**src/common/fetch_pkg.sv**
```systemverilog
// shared types, selector encodings and default sizes for the fetch subsystem, imported by the RTL
package fetch_pkg;

  // ------------------------------
  // widths with a meaning
  // ------------------------------
  typedef logic [31:0] addr_t;       // byte address
  typedef logic [31:0] word_t;       // instruction or data word
  typedef logic [23:0] trap_base_t;  // upper bits of the trap vector base
  typedef logic [4:0]  irq_id_t;     // vectored interrupt number

  // next pc source, driven by the controller together with pc_set
  typedef enum logic [2:0] {
    PC_BOOT      = 3'd0,
    PC_JUMP      = 3'd1,  // target from decode
    PC_BRANCH    = 3'd2,  // target from execute
    PC_EXCEPTION = 3'd3,  // trap address, see exc_sel_e
    PC_MRET      = 3'd4,
    PC_DRET      = 3'd5,
    PC_FENCEI    = 3'd6   // refetch the instruction after the fence
  } pc_sel_e;

  // trap address source
  typedef enum logic [1:0] {
    EXC_PC_EXCEPTION = 2'd0,  // synchronous trap, base only
    EXC_PC_IRQ       = 2'd1,  // vectored interrupt
    EXC_PC_DBD       = 2'd2,  // debug halt
    EXC_PC_DBE       = 2'd3   // exception while in debug
  } exc_sel_e;

  // ------------------------------
  // default sizes
  // ------------------------------
  localparam int FIFO_DEPTH_DEF = 2;    // prefetch entries
  localparam int MEM_WORDS_DEF  = 256;  // instruction memory words

endpackage

```
**src/fetch/if_stage.sv**
```systemverilog
// fetch stage: picks the next pc on a redirect and registers fetched words into the IF/ID stage
`timescale 1ns/1ns
module if_stage (
  input  logic                 clk,
  input  logic                 rst_n,
  input  fetch_pkg::addr_t     boot_addr_i,
  input  fetch_pkg::addr_t     dm_halt_addr_i,
  input  fetch_pkg::addr_t     dm_exception_addr_i,
  input  fetch_pkg::addr_t     mepc_i,
  input  fetch_pkg::addr_t     depc_i,
  input  fetch_pkg::addr_t     jump_target_id_i,
  input  fetch_pkg::addr_t     jump_target_ex_i,
  input  fetch_pkg::trap_base_t trap_base_i,
  input  fetch_pkg::irq_id_t   irq_id_i,
  input  logic                 pc_set_i,             // redirect this cycle
  input  fetch_pkg::pc_sel_e   pc_sel_i,
  input  fetch_pkg::exc_sel_e  exc_sel_i,
  input  logic                 req_i,                // fetch enable
  input  logic                 halt_if_i,
  input  logic                 id_ready_i,
  input  logic                 clear_instr_valid_i,
  input  logic                 fetch_valid_i,        // head of prefetch fifo
  input  fetch_pkg::word_t     fetch_rdata_i,
  input  fetch_pkg::addr_t     fetch_addr_i,
  output logic                 fetch_ready_o,        // pops the head
  output logic                 branch_o,
  output fetch_pkg::addr_t     branch_addr_o,
  output logic                 instr_valid_id_o,
  output fetch_pkg::word_t     instr_rdata_id_o,
  output fetch_pkg::addr_t     pc_id_o,
  output fetch_pkg::addr_t     pc_if_o,
  output logic                 csr_mtvec_init_o,
  output logic                 perf_imiss_o
);
  import fetch_pkg::*;

  addr_t exc_pc;        // trap handler address
  logic  fetch_accept;  // head moves into IF/ID this edge

  // ------------------------------
  // trap and redirect addresses
  // ------------------------------
  always_comb begin
    case (exc_sel_i)
      EXC_PC_EXCEPTION: exc_pc = {trap_base_i, 8'h00};                  // all traps share base
      EXC_PC_IRQ:       exc_pc = {trap_base_i, 1'b0, irq_id_i, 2'b00};  // one word per irq
      EXC_PC_DBD:       exc_pc = {dm_halt_addr_i[31:2], 2'b00};
      EXC_PC_DBE:       exc_pc = {dm_exception_addr_i[31:2], 2'b00};
      default:          exc_pc = {trap_base_i, 8'h00};
    endcase
  end

  always_comb begin
    case (pc_sel_i)
      PC_BOOT:      branch_addr_o = {boot_addr_i[31:2], 2'b00};
      PC_JUMP:      branch_addr_o = jump_target_id_i;
      PC_BRANCH:    branch_addr_o = jump_target_ex_i;
      PC_EXCEPTION: branch_addr_o = exc_pc;
      PC_MRET:      branch_addr_o = mepc_i;
      PC_DRET:      branch_addr_o = depc_i;
      PC_FENCEI:    branch_addr_o = pc_id_o + 32'd4;  // word after the fence in decode
      default:      branch_addr_o = {boot_addr_i[31:2], 2'b00};
    endcase
  end

  assign branch_o         = pc_set_i;
  assign csr_mtvec_init_o = pc_set_i & (pc_sel_i == PC_BOOT);  // mtvec init on boot
  assign perf_imiss_o     = ~fetch_valid_i & ~pc_set_i;

  // ------------------------------
  // fetch control
  // ------------------------------
  // a redirect wins over the word at the head, it belongs to the old path
  assign fetch_accept  = fetch_valid_i & req_i & id_ready_i & ~halt_if_i & ~pc_set_i;
  assign fetch_ready_o = fetch_accept;
  assign pc_if_o       = fetch_addr_i;

  // IF/ID register, holds while decode stalls
  always_ff @(posedge clk or negedge rst_n) begin
    if (!rst_n) begin
      instr_valid_id_o <= 1'b0;
      pc_id_o          <= '0;
    end else if (fetch_accept) begin
      instr_valid_id_o <= 1'b1;
      pc_id_o          <= fetch_addr_i;
    end else if (clear_instr_valid_i) begin
      instr_valid_id_o <= 1'b0;  // pc kept for fence.i
    end
  end

  always_ff @(posedge clk) begin
    if (fetch_accept) instr_rdata_id_o <= fetch_rdata_i;
  end

endmodule

```
**config.mk**
```make
export PLATFORM = sky130hd
export DESIGN_NAME = if_stage
export DESIGN_NICKNAME = d
export VERILOG_FILES = /design/src/common/fetch_pkg.sv /design/src/fetch/if_stage.sv
export SDC_FILE = /design/constraint.sdc
export NUM_CORES = 1
export LEC_CHECK = 0
export BUFFER_PORTS_ARGS = -buffer_cell sky130_fd_sc_hd__buf_2
export CORE_AREA = 3 3 180 182
export DETAILED_ROUTE_END_ITERATION = 8
export DIE_AREA = 0 0 183 185
export SETUP_SLACK_MARGIN = 0.15
export SKIP_CTS_REPAIR_TIMING = 1
export SYNTH_ARGS = -nofsm -noshare
export SYNTH_HDL_FRONTEND = slang
export SYNTH_SLANG_ARGS = --single-unit
export TNS_END_PERCENT = 5
```
**constraint.sdc**
```tcl
create_clock -name clk -period 3.6 [get_ports clk]
set_input_delay 0.36 -clock clk [delete_from_list [all_inputs] [get_ports clk]]
set_output_delay 0.36 -clock clk [all_outputs]
set_load 0.005 [all_outputs]
```
Word level (Yosys, flattened, before mapping). Index checks and enable logic that the tools add are counted.

Memories: 0. Bits of input ports: 330. Flip-flop bits (word level): 65. Memory bits (read-only): 0. Bits in latches: 0. Bits in writable memories: 0. Logic and storage cells: 29.

Divide/modulo/power cells: 0. Multiplexer cells: 4. Equality and inequality tests: 9. Bitwise logic cells: 9. Shift operators: 0. Add/subtract/negate cells: 1. $lt $le $gt $ge: 0. $mul: 0. Reductions and logical operators: 3.

Operators by type and width (count): one-hot mux 32 bit (6 select lines) (1); one-hot mux 32 bit (4 select lines) (1); adder 32 x 3 -> 32 bit (second input constant) (1); == test 3 bit (second input constant) (3); AND 1 bit (6); == test 3 x 2 -> 1 bit (second input constant) (2); == test 2 bit (second input constant) (2); == test 3 x 1 -> 1 bit (second input constant) (1); logical NOT 3 bit (1); inverter 1 bit (3); == test 2 x 1 -> 1 bit (second input constant) (1); logical NOT 2 bit (1); two-way mux 1 bit (2); nonzero test 2 bit (1).

Depth between registers and ports, before layout. Gate-level depths: netlist of run 1.

Depth in word-level cells: 5. Gate-level depth with buffers: 7.

Least setup slack after synthesis of run 1. No wires, ideal clock.

Kind: input-to-reg. Start: input halt_if_i. End: register instr_rdata_id_o[0], enable pin. Arrival: 1.864 ns. Library setup time: 0.411 ns. Cell stages on the path: 4. Slack: 1.325 ns. Path buffers: 1. Path through: nor2_1 -> nand4_1 -> inv_2 -> clkbuf_1.

Word-level cells in the longest chain between the ends: 3.

Ends and longest elaborated chain: start: declaration (RTL line if_stage.sv:19) `input logic halt_if_i,`; inverter 1 bit (RTL line if_stage.sv:74) `assign fetch_accept = fetch_valid_i & req_i & id_ready_i & ~halt_if_i & ~pc_set_i;`; AND 1 bit (2 in a row) (RTL line if_stage.sv:74); via fetch_ready_o (RTL line if_stage.sv:25) `output logic fetch_ready_o,`; end signal: assignment (RTL line if_stage.sv:92) `if (fetch_accept) instr_rdata_id_o <= fetch_rdata_i;`; end: declaration (RTL line if_stage.sv:29) `output fetch_pkg::word_t instr_rdata_id_o,`.

The timed path passes the listed nets, and every way through them passes these cells. A chain may end at the register's enable or synchronous reset.

Worst setup path in the final report of run 1.
Start: input pc_sel_i[0]. End: output branch_addr_o[12].

Word-level cells in the longest chain between the ends: 2.

Ends and longest elaborated chain: start: declaration (RTL line if_stage.sv:16) `input fetch_pkg::pc_sel_e pc_sel_i,`; == test 3 bit, or another cell as far along (RTL line if_stage.sv:54) `case (pc_sel_i)`; one-hot mux 32 bit (6 select lines) (*) (RTL line if_stage.sv:54); end: declaration (RTL line if_stage.sv:27) `output fetch_pkg::addr_t branch_addr_o,`.

Every way passes the cells marked *; elsewhere a longest branch is shown, timed or not.

==> flow_summary.ini, run 1 <==
[floorplan]
rows = 64
die-area_um2 = 33900
die_h_um = 185
io_pins = 463
core_area_um2 = 30700
die_x_um = 183
initial_utilization = 0.176

[logic_synthesis]
yosysWarnings = 0
synth_edf_count = 32
ys_seq_area_frac = 0.330
syn_area_um2 = 5420
synth_nets = 1005
synth.distinct_cells = 57
synthFlopType = dfrtp_1
synth.avg_cell_area_um2 = 8.04
ys_ff_latch = 65
synthCells = 674
async_reset_ff_frac = 0.508

[cells_and_area]
fillers = 3419
stdcell_count = 1491
fin_nets = 1417
seq_area_um2 = 1790
syn2layout_area_growth_pct = 52.2
multiInputGateArea_um2 = 3120
drive_above_1_share = 0.483

[clocking]
cts_tree = done
clk_latency_ns = 0.33
h-tree-depth = 3
cts_buffer_depth = 2
cts_inserted_buffers = 9
cts.sinks = 65
cts-root-buf = clkbuf_16
path_clk_slew_ns = 0.05

[routing]
wirelength_mm = 32.8
dr.pass1.iters = 5
first_iter_violations = 385
via_per_inst = 4.62
wl_per_cell_um = 22.0
ant_nets = 0
num_vias = 6886
drcViolationCount = 0

[sta]
slew_violations = 0
timing.fmax_ghz = 0.338
max_slew.worst_pin.slew_ns = 1.02
finalSetupViolCount = 0
setup_tns_ns = 0
hold_viol_final = 0
fin_skew_ns = 0
period_needed_ns = 2.96
rsz0062_at_grt = false
slew_headroom = 0.301
fin_crit_sh = 0.823

[outcome]
status = complete, no violations

[setup_path]
r2r-start = pc_id_o[6]$_DFFE_PN0P_
crit_type = in2out
cp_data_arrival_time_ns = 2.60
reg2reg_to = pc_id_o[6]$_DFFE_PN0P_
r2r_cells = 3
r2r_slack_ns = 2.73
cp_max_fo = 23
worstSetupStartpointType = input pin
cp_data_required_time_ns = 3.24
worstSetupEndpointType = primary output

[placement]
place_congestion = 0.866
dpl.cell_count = 1471
numPortBuffers = 456
dp_hpwl_mm = 27.9

[power]
p_leak_nw = 4.02
power.total_mw = 2.83
intPower_mw = 1.83
switching_power_mw = 0.998
ir_drop_mv = 0.294
power_frac_seq = 0.359
p_per_area_nw_per_um2 = 343
p_comb_frac = 0.332
swShare = 0.353
p_clk_frac = 0.308

[grt]
grt_max_degree = 34
grt_pass1_wl_mm = 44.5
grt_use_total = 0.179
grt_overflow_total = 0
grt_pass1_vias = 6860
antenna_found_initial = 8

[flow_run]
max_cap_viol_count = 0

[hold_path]
hp-class = in2async
cells in the final DEF, fill, tap and decap left out, types with 24 or more instances in the layout:
master,synthesis,routed
a21oi_1,37,37
buf_2,16,456
buf_4,34,28
dfrtp_1,33,33
edfxtp_1,32,32
mux2i_1,31,31
nand2_1,115,115
nor2_1,73,73
o21ai_0,37,37
o22ai_1,24,24
worst max-delay path, stage by stage:
cell	delay, ns
buf_2	0.44
clkinv_1	0.22
o221a_2	0.32
a2111oi_0	0.86
o22ai_1	0.18
buf_2	0.20
worst max-delay path by stage:
stage | start | depth (start not counted) | end | slack (ns)
final | pc_sel_i[0] | 6 | branch_addr_o[12] | 0.64
after global routing | pc_id_o[10]$_DFFE_PN0P_ | 6 | branch_addr_o[31] | 0.34
after CTS | pc_sel_i[0] | 8 | branch_addr_o[22] | 0.55
after detailed placement | pc_sel_i[0] | 8 | branch_addr_o[22] | 0.55
after global placement | pc_sel_i[0] | 8 | branch_addr_o[13] | 0.68
after floorplan | halt_if_i | 4 | instr_rdata_id_o[0]$_DFFE_PP_ | 1.33
cell families (layout without fill, tap and decap cells):
logic type,Yosys count,in the layout,share of synthesized area
multiplexers,41,41,0.0780
flip-flops,65,65,0.330
adder cells (fa/ha/maj),1,1,0.00231
buffers and inverters,97,514,0.0949
other,0,4,0
AO/OA/AOI/OAI,185,185,0.234
AND/OR/NAND/NOR,257,257,0.216
XOR/XNOR,28,28,0.0452
cell usage after synthesis, drive strengths merged (3+ instances only):
cell,n,area [um2]
nand2,115,432
nor2,74,280
buf,53,347
a21oi,38,194
o21ai,37,185
dfrtp,33,826
edfxtp,32,961
mux2i,31,310
clkbuf,30,115
o22ai,24,150
xnor2,16,140
nand4,15,100
inv,14,52.6
a22oi,12,90.1
nand3,12,82.6
nor2b,12,75.1
o221ai,12,105
xor2,12,105
mux2,10,113
a221o,9,90.1
a221oi,9,78.8
nor3,8,40.0
o211ai,8,60.1
o221a,7,78.8
a211oi,6,45.0
and3,6,38.8
nor4,6,52.6
o22a,6,52.6
a21boi,3,22.5
o21a,3,22.5
sequential cells by signal, summed over array words and instances, names as in the netlist:
name              count
pc_id_o              32
instr_rdata_id_o     32
instr_valid_id_o      1
per-layer routing:
layer / wire [um] / part of all wire / track usage / up-vias
li1: - / - / - / 3268
met1: 13800 / 0.42 / 0.232 / 3229
met2: 15600 / 0.48 / 0.301 / 355
met3: 2760 / 0.084 / 0.0446 / 26
met4: 520 / 0.016 / 0.0457 / 8
met5: 55 / 0.0017 / 0 / -
per-stage QoR:
step / worst slack (ns) / util / instance area, um2 / hold WS [ns]
global placement: 0.682 / 0.258 / 7950 / 0.473
CTS: 0.546 / 0.268 / 8240 / 0.136
detailed placement: 0.552 / 0.258 / 7950 / 0.486
finish: 0.638 / 0.268 / 8250 / 0.115
global route: 0.343 / 0.268 / 8250 / 0.175
floorplan: 1.33 / - / 5420 / 0.0644
cell type report:
class | instances | share of cell area
multi-input cells | 512 | 0.378
repair buffers | 484 | 0.302
flip-flops and latches | 65 | 0.217
well taps | 396 | 0.0600
clock buffers | 9 | 0.0273
clock inverters | 7 | 0.00849
inverters | 14 | 0.00637
diodes | 4 | 0.00121
power groups by stage:
| stage | Combinational, mW | Sequential (mW) | Clock [mW] |
|---|---|---|---|
| final | 0.940 | 1.02 | 0.873 |
| after global routing | 1.03 | 1.04 | 0.932 |
| after CTS | 0.955 | 1.02 | 0.903 |
| after detailed placement | 0.950 | 1.03 | 0 |
| after global placement | 0.944 | 1.03 | 0 |
| after floorplan | 0.431 | 0.979 | 0 |
Note: power is estimated with default switching activity, not from simulation.
==> run 2: changes to the inputs <==
==> constraint.sdc (replaced) <==
create_clock -name clk -period 2.6 [get_ports clk]
set_input_delay 0.26 -clock clk [delete_from_list [all_inputs] [get_ports clk]]
set_output_delay 0.26 -clock clk [all_outputs]
set_load 0.005 [all_outputs]
==> run 2 against run 1 <==
  * Critical path type is now reg2out
  * Die area is the same
  * Sequential share of layout area shrank 1.0 points
  * Non-clock buffer count grew 28
  * Clock-buffer cell count is the same
  * Flip-flop and latch count is the same
==> flow_summary.ini, run 2 (synthesis results as in run 1) <==
[grt]
grt_pass1_vias = 6961
grt_pass1_wl_mm = 44.9
antenna_found_initial = 8
grt_use_total = 0.181
grt_overflow_total = 0
grt_max_degree = 34

[sta]
rsz0062_at_grt = true
timing.fmax_ghz = 0.386
period_needed_ns = 2.59
finalSetupViolCount = 0
fin_crit_sh = 0.996
hold_viol_final = 0
slew_headroom = 0.457
slew_violations = 0
fin_skew_ns = 0
max_slew.worst_pin.slew_ns = 0.815

[cells_and_area]
final_common_cell = buf_2
reg.largest.list = instr_rdata_id_o: 32 flops, pc_id_o: 32 flops, instr_valid_id_o: 1 flops
final_cell_mix = buf_2 (456), nand2_1 (115), nor2_1 (72)
finalCoreUtilization = 0.282
stdcell_count = 1518
syn2layout_area_growth_pct = 60.2
fin_nets = 1445
drive_above_1_share = 0.520

[floorplan]
rows = 64
initial_utilization = 0.176
die_x_um = 183
io_pins = 463
core_area_um2 = 30700
die_h_um = 185
die-area_um2 = 33900

[flow_run]
max_cap_viol_count = 0

[hold_path]
hp-class = in2async

[setup_path]
cp_data_required_time_ns = 2.34
path_delay_family = simple AND/OR/NAND/NOR gates
r2r_slack_ns = 1.66
cp_data_arrival_time_ns = 2.33
cp_max_fo = 3
worstPathCellList = ha_4, nand4_4, nor4_4, or3b_4, xnor2_4, o22ai_2, buf_2
worstSetupEndpointType = primary output
crit_type = reg2out
cp.buffers_inverters = 1
worstSetupStartpointType = register
slowest_stage = or3b_4
slowest_delay_ns = 0.46

[placement]
numPortBuffers = 456
dp_hpwl_mm = 28.6
dpl.cell_count = 1498
place_congestion = 0.904

[routing]
dr.pass1.iters = 5
wirelength_mm = 33.4
drcViolationCount = 0
ant_nets = 0
first_iter_violations = 303
wl_per_cell_um = 22.0
via_per_inst = 4.67
num_vias = 7084

[clocking]
path_clk_slew_ns = 0.06
cts-root-buf = clkbuf_16
cts_inserted_buffers = 9
clk_latency_ns = 0.34
h-tree-depth = 3
cts_buffer_depth = 2
cts_tree = done
cts.sinks = 65

[power]
p_leak_nw = 4.22
ir_drop_mv = 0.429
p_per_area_nw_per_um2 = 475

[outcome]
status = complete, no violations
run 2: changes by cell type in the layout (fill, tap and decap cells not counted), sizes merged:
cell    previous run  this run
clkinv             5         2
buf              484       512
inv               14        17
diode              4         3
run 2: path summary, 6_finish.rpt:
kind / end / cells past startpoint / start
max: branch_addr_o[24] / 7 / pc_id_o[3]$_DFFE_PN0P_
min: pc_id_o[6]$_DFFE_PN0P_ / 1 / rst_n
max reg2reg: pc_id_o[2]$_DFFE_PN0P_ / 3 / pc_id_o[2]$_DFFE_PN0P_
min reg2reg: pc_id_o[0]$_DFFE_PN0P_ / 2 / pc_id_o[0]$_DFFE_PN0P_
max in group asynchronous: pc_id_o[21]$_DFFE_PN0P_ / 1 / rst_n
min in group clk: instr_rdata_id_o[3]$_DFFE_PP_ / 1 / fetch_rdata_i[3]
run 2: power breakdown:
group	internal, mW	switching, mW	total (mW)
sequential	1.20	0.165	1.36
clock	0.761	0.508	1.27
combinational	0.699	0.797	1.50
run 2: final cells by class:
type                    instances  area [um2]
well taps                     396         495
flip-flops and latches         65        1790
clock buffers                   9         225
diodes                          3        7.51
clock inverters                 7        83.8
inverters                      14        52.6
repair buffers                512        2730
multi-input cells             512        3300
fillers                      3377       22100
run 2: layer usage:
metal	wire (um)	up-vias	GRT usage
met3	2730	30	0.0416
li1	-	3318	-
met5	63	-	0
met1	14200	3352	0.234
met4	437	10	0.0427
met2	16000	374	0.307
run 2: per-stage QoR:
stage / worst slack [ns] / hold WS, ns / setup TNS (ns) / power [mW] / instance area (um2)
after floorplan: 0.425 / -0.0356 / 0 / 1.95 / 5420
after global placement: 0.249 / 0.379 / 0 / 2.82 / 8170
after detailed placement: 0.216 / 0.401 / 0 / 2.82 / 8170
after CTS: -0.0874 / 0.0322 / -0.143 / 4.12 / 8480
after global routing: -0.0985 / 0.0694 / -0.320 / 4.37 / 8680
final: 0.0103 / 0.0171 / 0 / 4.13 / 8690
==> run 3: changes to the inputs <==
--- a/config.mk
+++ b/config.mk
@@ -5,10 +5,12 @@
 export SDC_FILE = /design/constraint.sdc
 export NUM_CORES = 1
 export LEC_CHECK = 0
+export ABC_AREA = 1
+export ABC_CLOCK_PERIOD_IN_PS = 2600
 export BUFFER_PORTS_ARGS = -buffer_cell sky130_fd_sc_hd__buf_2
-export CORE_AREA = 3 3 180 182
+export CORE_AREA = 3 3 178 180
 export DETAILED_ROUTE_END_ITERATION = 8
-export DIE_AREA = 0 0 183 185
+export DIE_AREA = 0 0 181 183
 export SETUP_SLACK_MARGIN = 0.15
 export SKIP_CTS_REPAIR_TIMING = 1
 export SYNTH_ARGS = -nofsm -noshare
==> run 3 against run 2 <==
  * Clock power increased by 9%
  * First-iteration DRC count increased by 18%
  * Critical path depth increased by 2
  * Non-clock buffer count decreased by 38
  * Critical endpoint is now branch_addr_o[18]
  * Largest cell class unchanged
  * Largest power group is now clock
==> flow_summary.ini, run 3 <==
[logic_synthesis]
ys_seq_area_frac = 0.317
synthCells = 938
synth_nets = 1269
ys_ff_latch = 65
synth_edf_count = 32
yosysTopAreaCell = nand2_1
yosysWarnings = 0
synth_commonest_cells = nand2_1 (352), nor2_1 (128), inv_1 (87), nand3_1 (86), buf_4 (42)
yosysTopAreaCellShare = 0.234
synth.avg_cell_area_um2 = 6.02
synth.distinct_cells = 32
syn_area_um2 = 5640
yosysMostFrequentCell = nand2_1
synthFlopType = dfrtp_1
yosys-top-cells-area = nand2_1 (23%), edfxtp_1 (17%), dfrtp_1 (15%)
async_reset_ff_frac = 0.508

[clocking]
path_clk_slew_ns = 0.06
cts_tree = done
cts_buffer_depth = 2
h-tree-depth = 3
clk_latency_ns = 0.33
cts_inserted_buffers = 9
cts.sinks = 65
cts-root-buf = clkbuf_16

[sta]
max_slew.worst_pin.slew_ns = 0.832
period_needed_ns = 2.39
hold_ws_ns = 0.0281
finalSetupViolCount = 0
fin_crit_sh = 0.918
hold_viol_final = 0
rsz0062_at_grt = true
slew_violations = 0
slew_headroom = 0.445
setup_tns_ns = 0
timing.fmax_ghz = 0.419
fin_skew_ns = 0

[grt]
grt_pass1_vias = 7471
antenna_found_initial = 2
grt_use_total = 0.178
grt_pass1_wl_mm = 44.9
grt_overflow_total = 0
grt_max_degree = 59

[cells_and_area]
final_common_cell = buf_2
fin_nets = 1684
drive_above_1_share = 0.389
final_cell_mix = buf_2 (456), nand2_1 (349), nor2_1 (121)
stdcell_count = 1755
syn2layout_area_growth_pct = 51.5
reg.largest.list = instr_rdata_id_o: 32 flops, pc_id_o: 32 flops, instr_valid_id_o: 1 flops

[routing]
drcViolationCount = 0
via_per_inst = 4.30
first_iter_violations = 357
ant_nets = 0
wirelength_mm = 31.1
num_vias = 7548
dr.pass1.iters = 5
wl_per_cell_um = 17.7

[power]
ir_drop_mv = 0.424
p_leak_nw = 4.57
p_per_area_nw_per_um2 = 470

[setup_path]
cp_data_arrival_time_ns = 2.13
cp_data_required_time_ns = 2.34
crit_start = pc_id_o[3]$_DFFE_PN0P_
slowest_stage = dfrtp_1
r2r-start = pc_id_o[26]$_DFFE_PN0P_
cp.buffers_inverters = 1
path_delay_family = simple AND/OR/NAND/NOR gates
worstSetupEndpointType = primary output
slowest_delay_ns = 0.42
worstPathCellList = ha_1, nand2_1, nor2_4, nand2_2, nor2_4, or2_2, nand3_1, nand3_1, buf_2
cp_max_fo = 6
worstSetupStartpointType = register
crit_type = reg2out

[floorplan]
initial_utilization = 0.186
rows = 64
die-area_um2 = 33100
io_pins = 463
die_h_um = 183
core_area_um2 = 30300
die_x_um = 181

[placement]
numPortBuffers = 456
dpl.cell_count = 1738
dp_hpwl_mm = 26.4
place_congestion = 0.922

[outcome]
status = complete, no violations

[flow_run]
max_cap_viol_count = 0

[hold_path]
hp-class = in2async
[run 3: cell type report]
class / count / area, um2
diodes: 1 / 2.50
clock buffers: 9 / 225
well taps: 396 / 495
fillers: 3437 / 21800
inverters: 107 / 402
clock inverters: 7 / 118
multi-input cells: 696 / 3080
flip-flops and latches: 65 / 1790
repair buffers: 474 / 2440
[run 3: final timing paths]
check / cells after the start / endpoint / slack [ns]
worst min register to register: 2 / pc_id_o[0]$_DFFE_PN0P_ / 0.51
min in group clk: 1 / instr_rdata_id_o[20]$_DFFE_PP_ / 0.10
worst min-delay path: 1 / pc_id_o[26]$_DFFE_PN0P_ / 0.03
worst max register to register: 2 / pc_id_o[26]$_DFFE_PN0P_ / 1.75
max in group asynchronous: 1 / pc_id_o[15]$_DFFE_PN0P_ / 1.99
worst max-delay path: 9 / branch_addr_o[18] / 0.21
[run 3: cell families after synthesis]
logic type	Yosys count	synth area share
buf+inv	177	0.153
flops	65	0.317
xor+xnor	1	0.00155
compound gates	89	0.0834
simple gates	605	0.443
fa+ha+maj	1	0.00222
[run 3: stage by stage]
step | utilization | power [mW] | setup slack, ns | area, um2
after floorplan | - | 1.91 | 0.368 | 5640
after global placement | 0.268 | 2.65 | 0.384 | 8130
after detailed placement | 0.268 | 2.65 | 0.316 | 8130
after CTS | 0.279 | 4.07 | -0.0622 | 8470
after global routing | 0.282 | 4.29 | 0.0416 | 8550
final | 0.282 | 4.01 | 0.214 | 8550
[run 3: metal layers]
metal,track usage,share of wire,up-vias
met5,0,0.00058,-
met1,0.231,0.42,3366
li1,-,-,3754
met2,0.302,0.48,391
met3,0.0301,0.072,35
met4,0.0576,0.024,2
[run 3: worst reg2reg max path: stages, from the launching register on]
cell,delay [ns]
dfrtp_1,0.49
inv_1,0.12
o21ai_0,0.16
[run 3: where the power goes]
group | switching (mW) | leakage, nW | total [mW] | internal, mW
combinational | 0.712 | 3.71 | 1.25 | 0.540
sequential | 0.170 | 0.694 | 1.38 | 1.21
clock | 0.449 | 0.170 | 1.39 | 0.937
total | 1.33 | 4.57 | 4.01 | 2.68
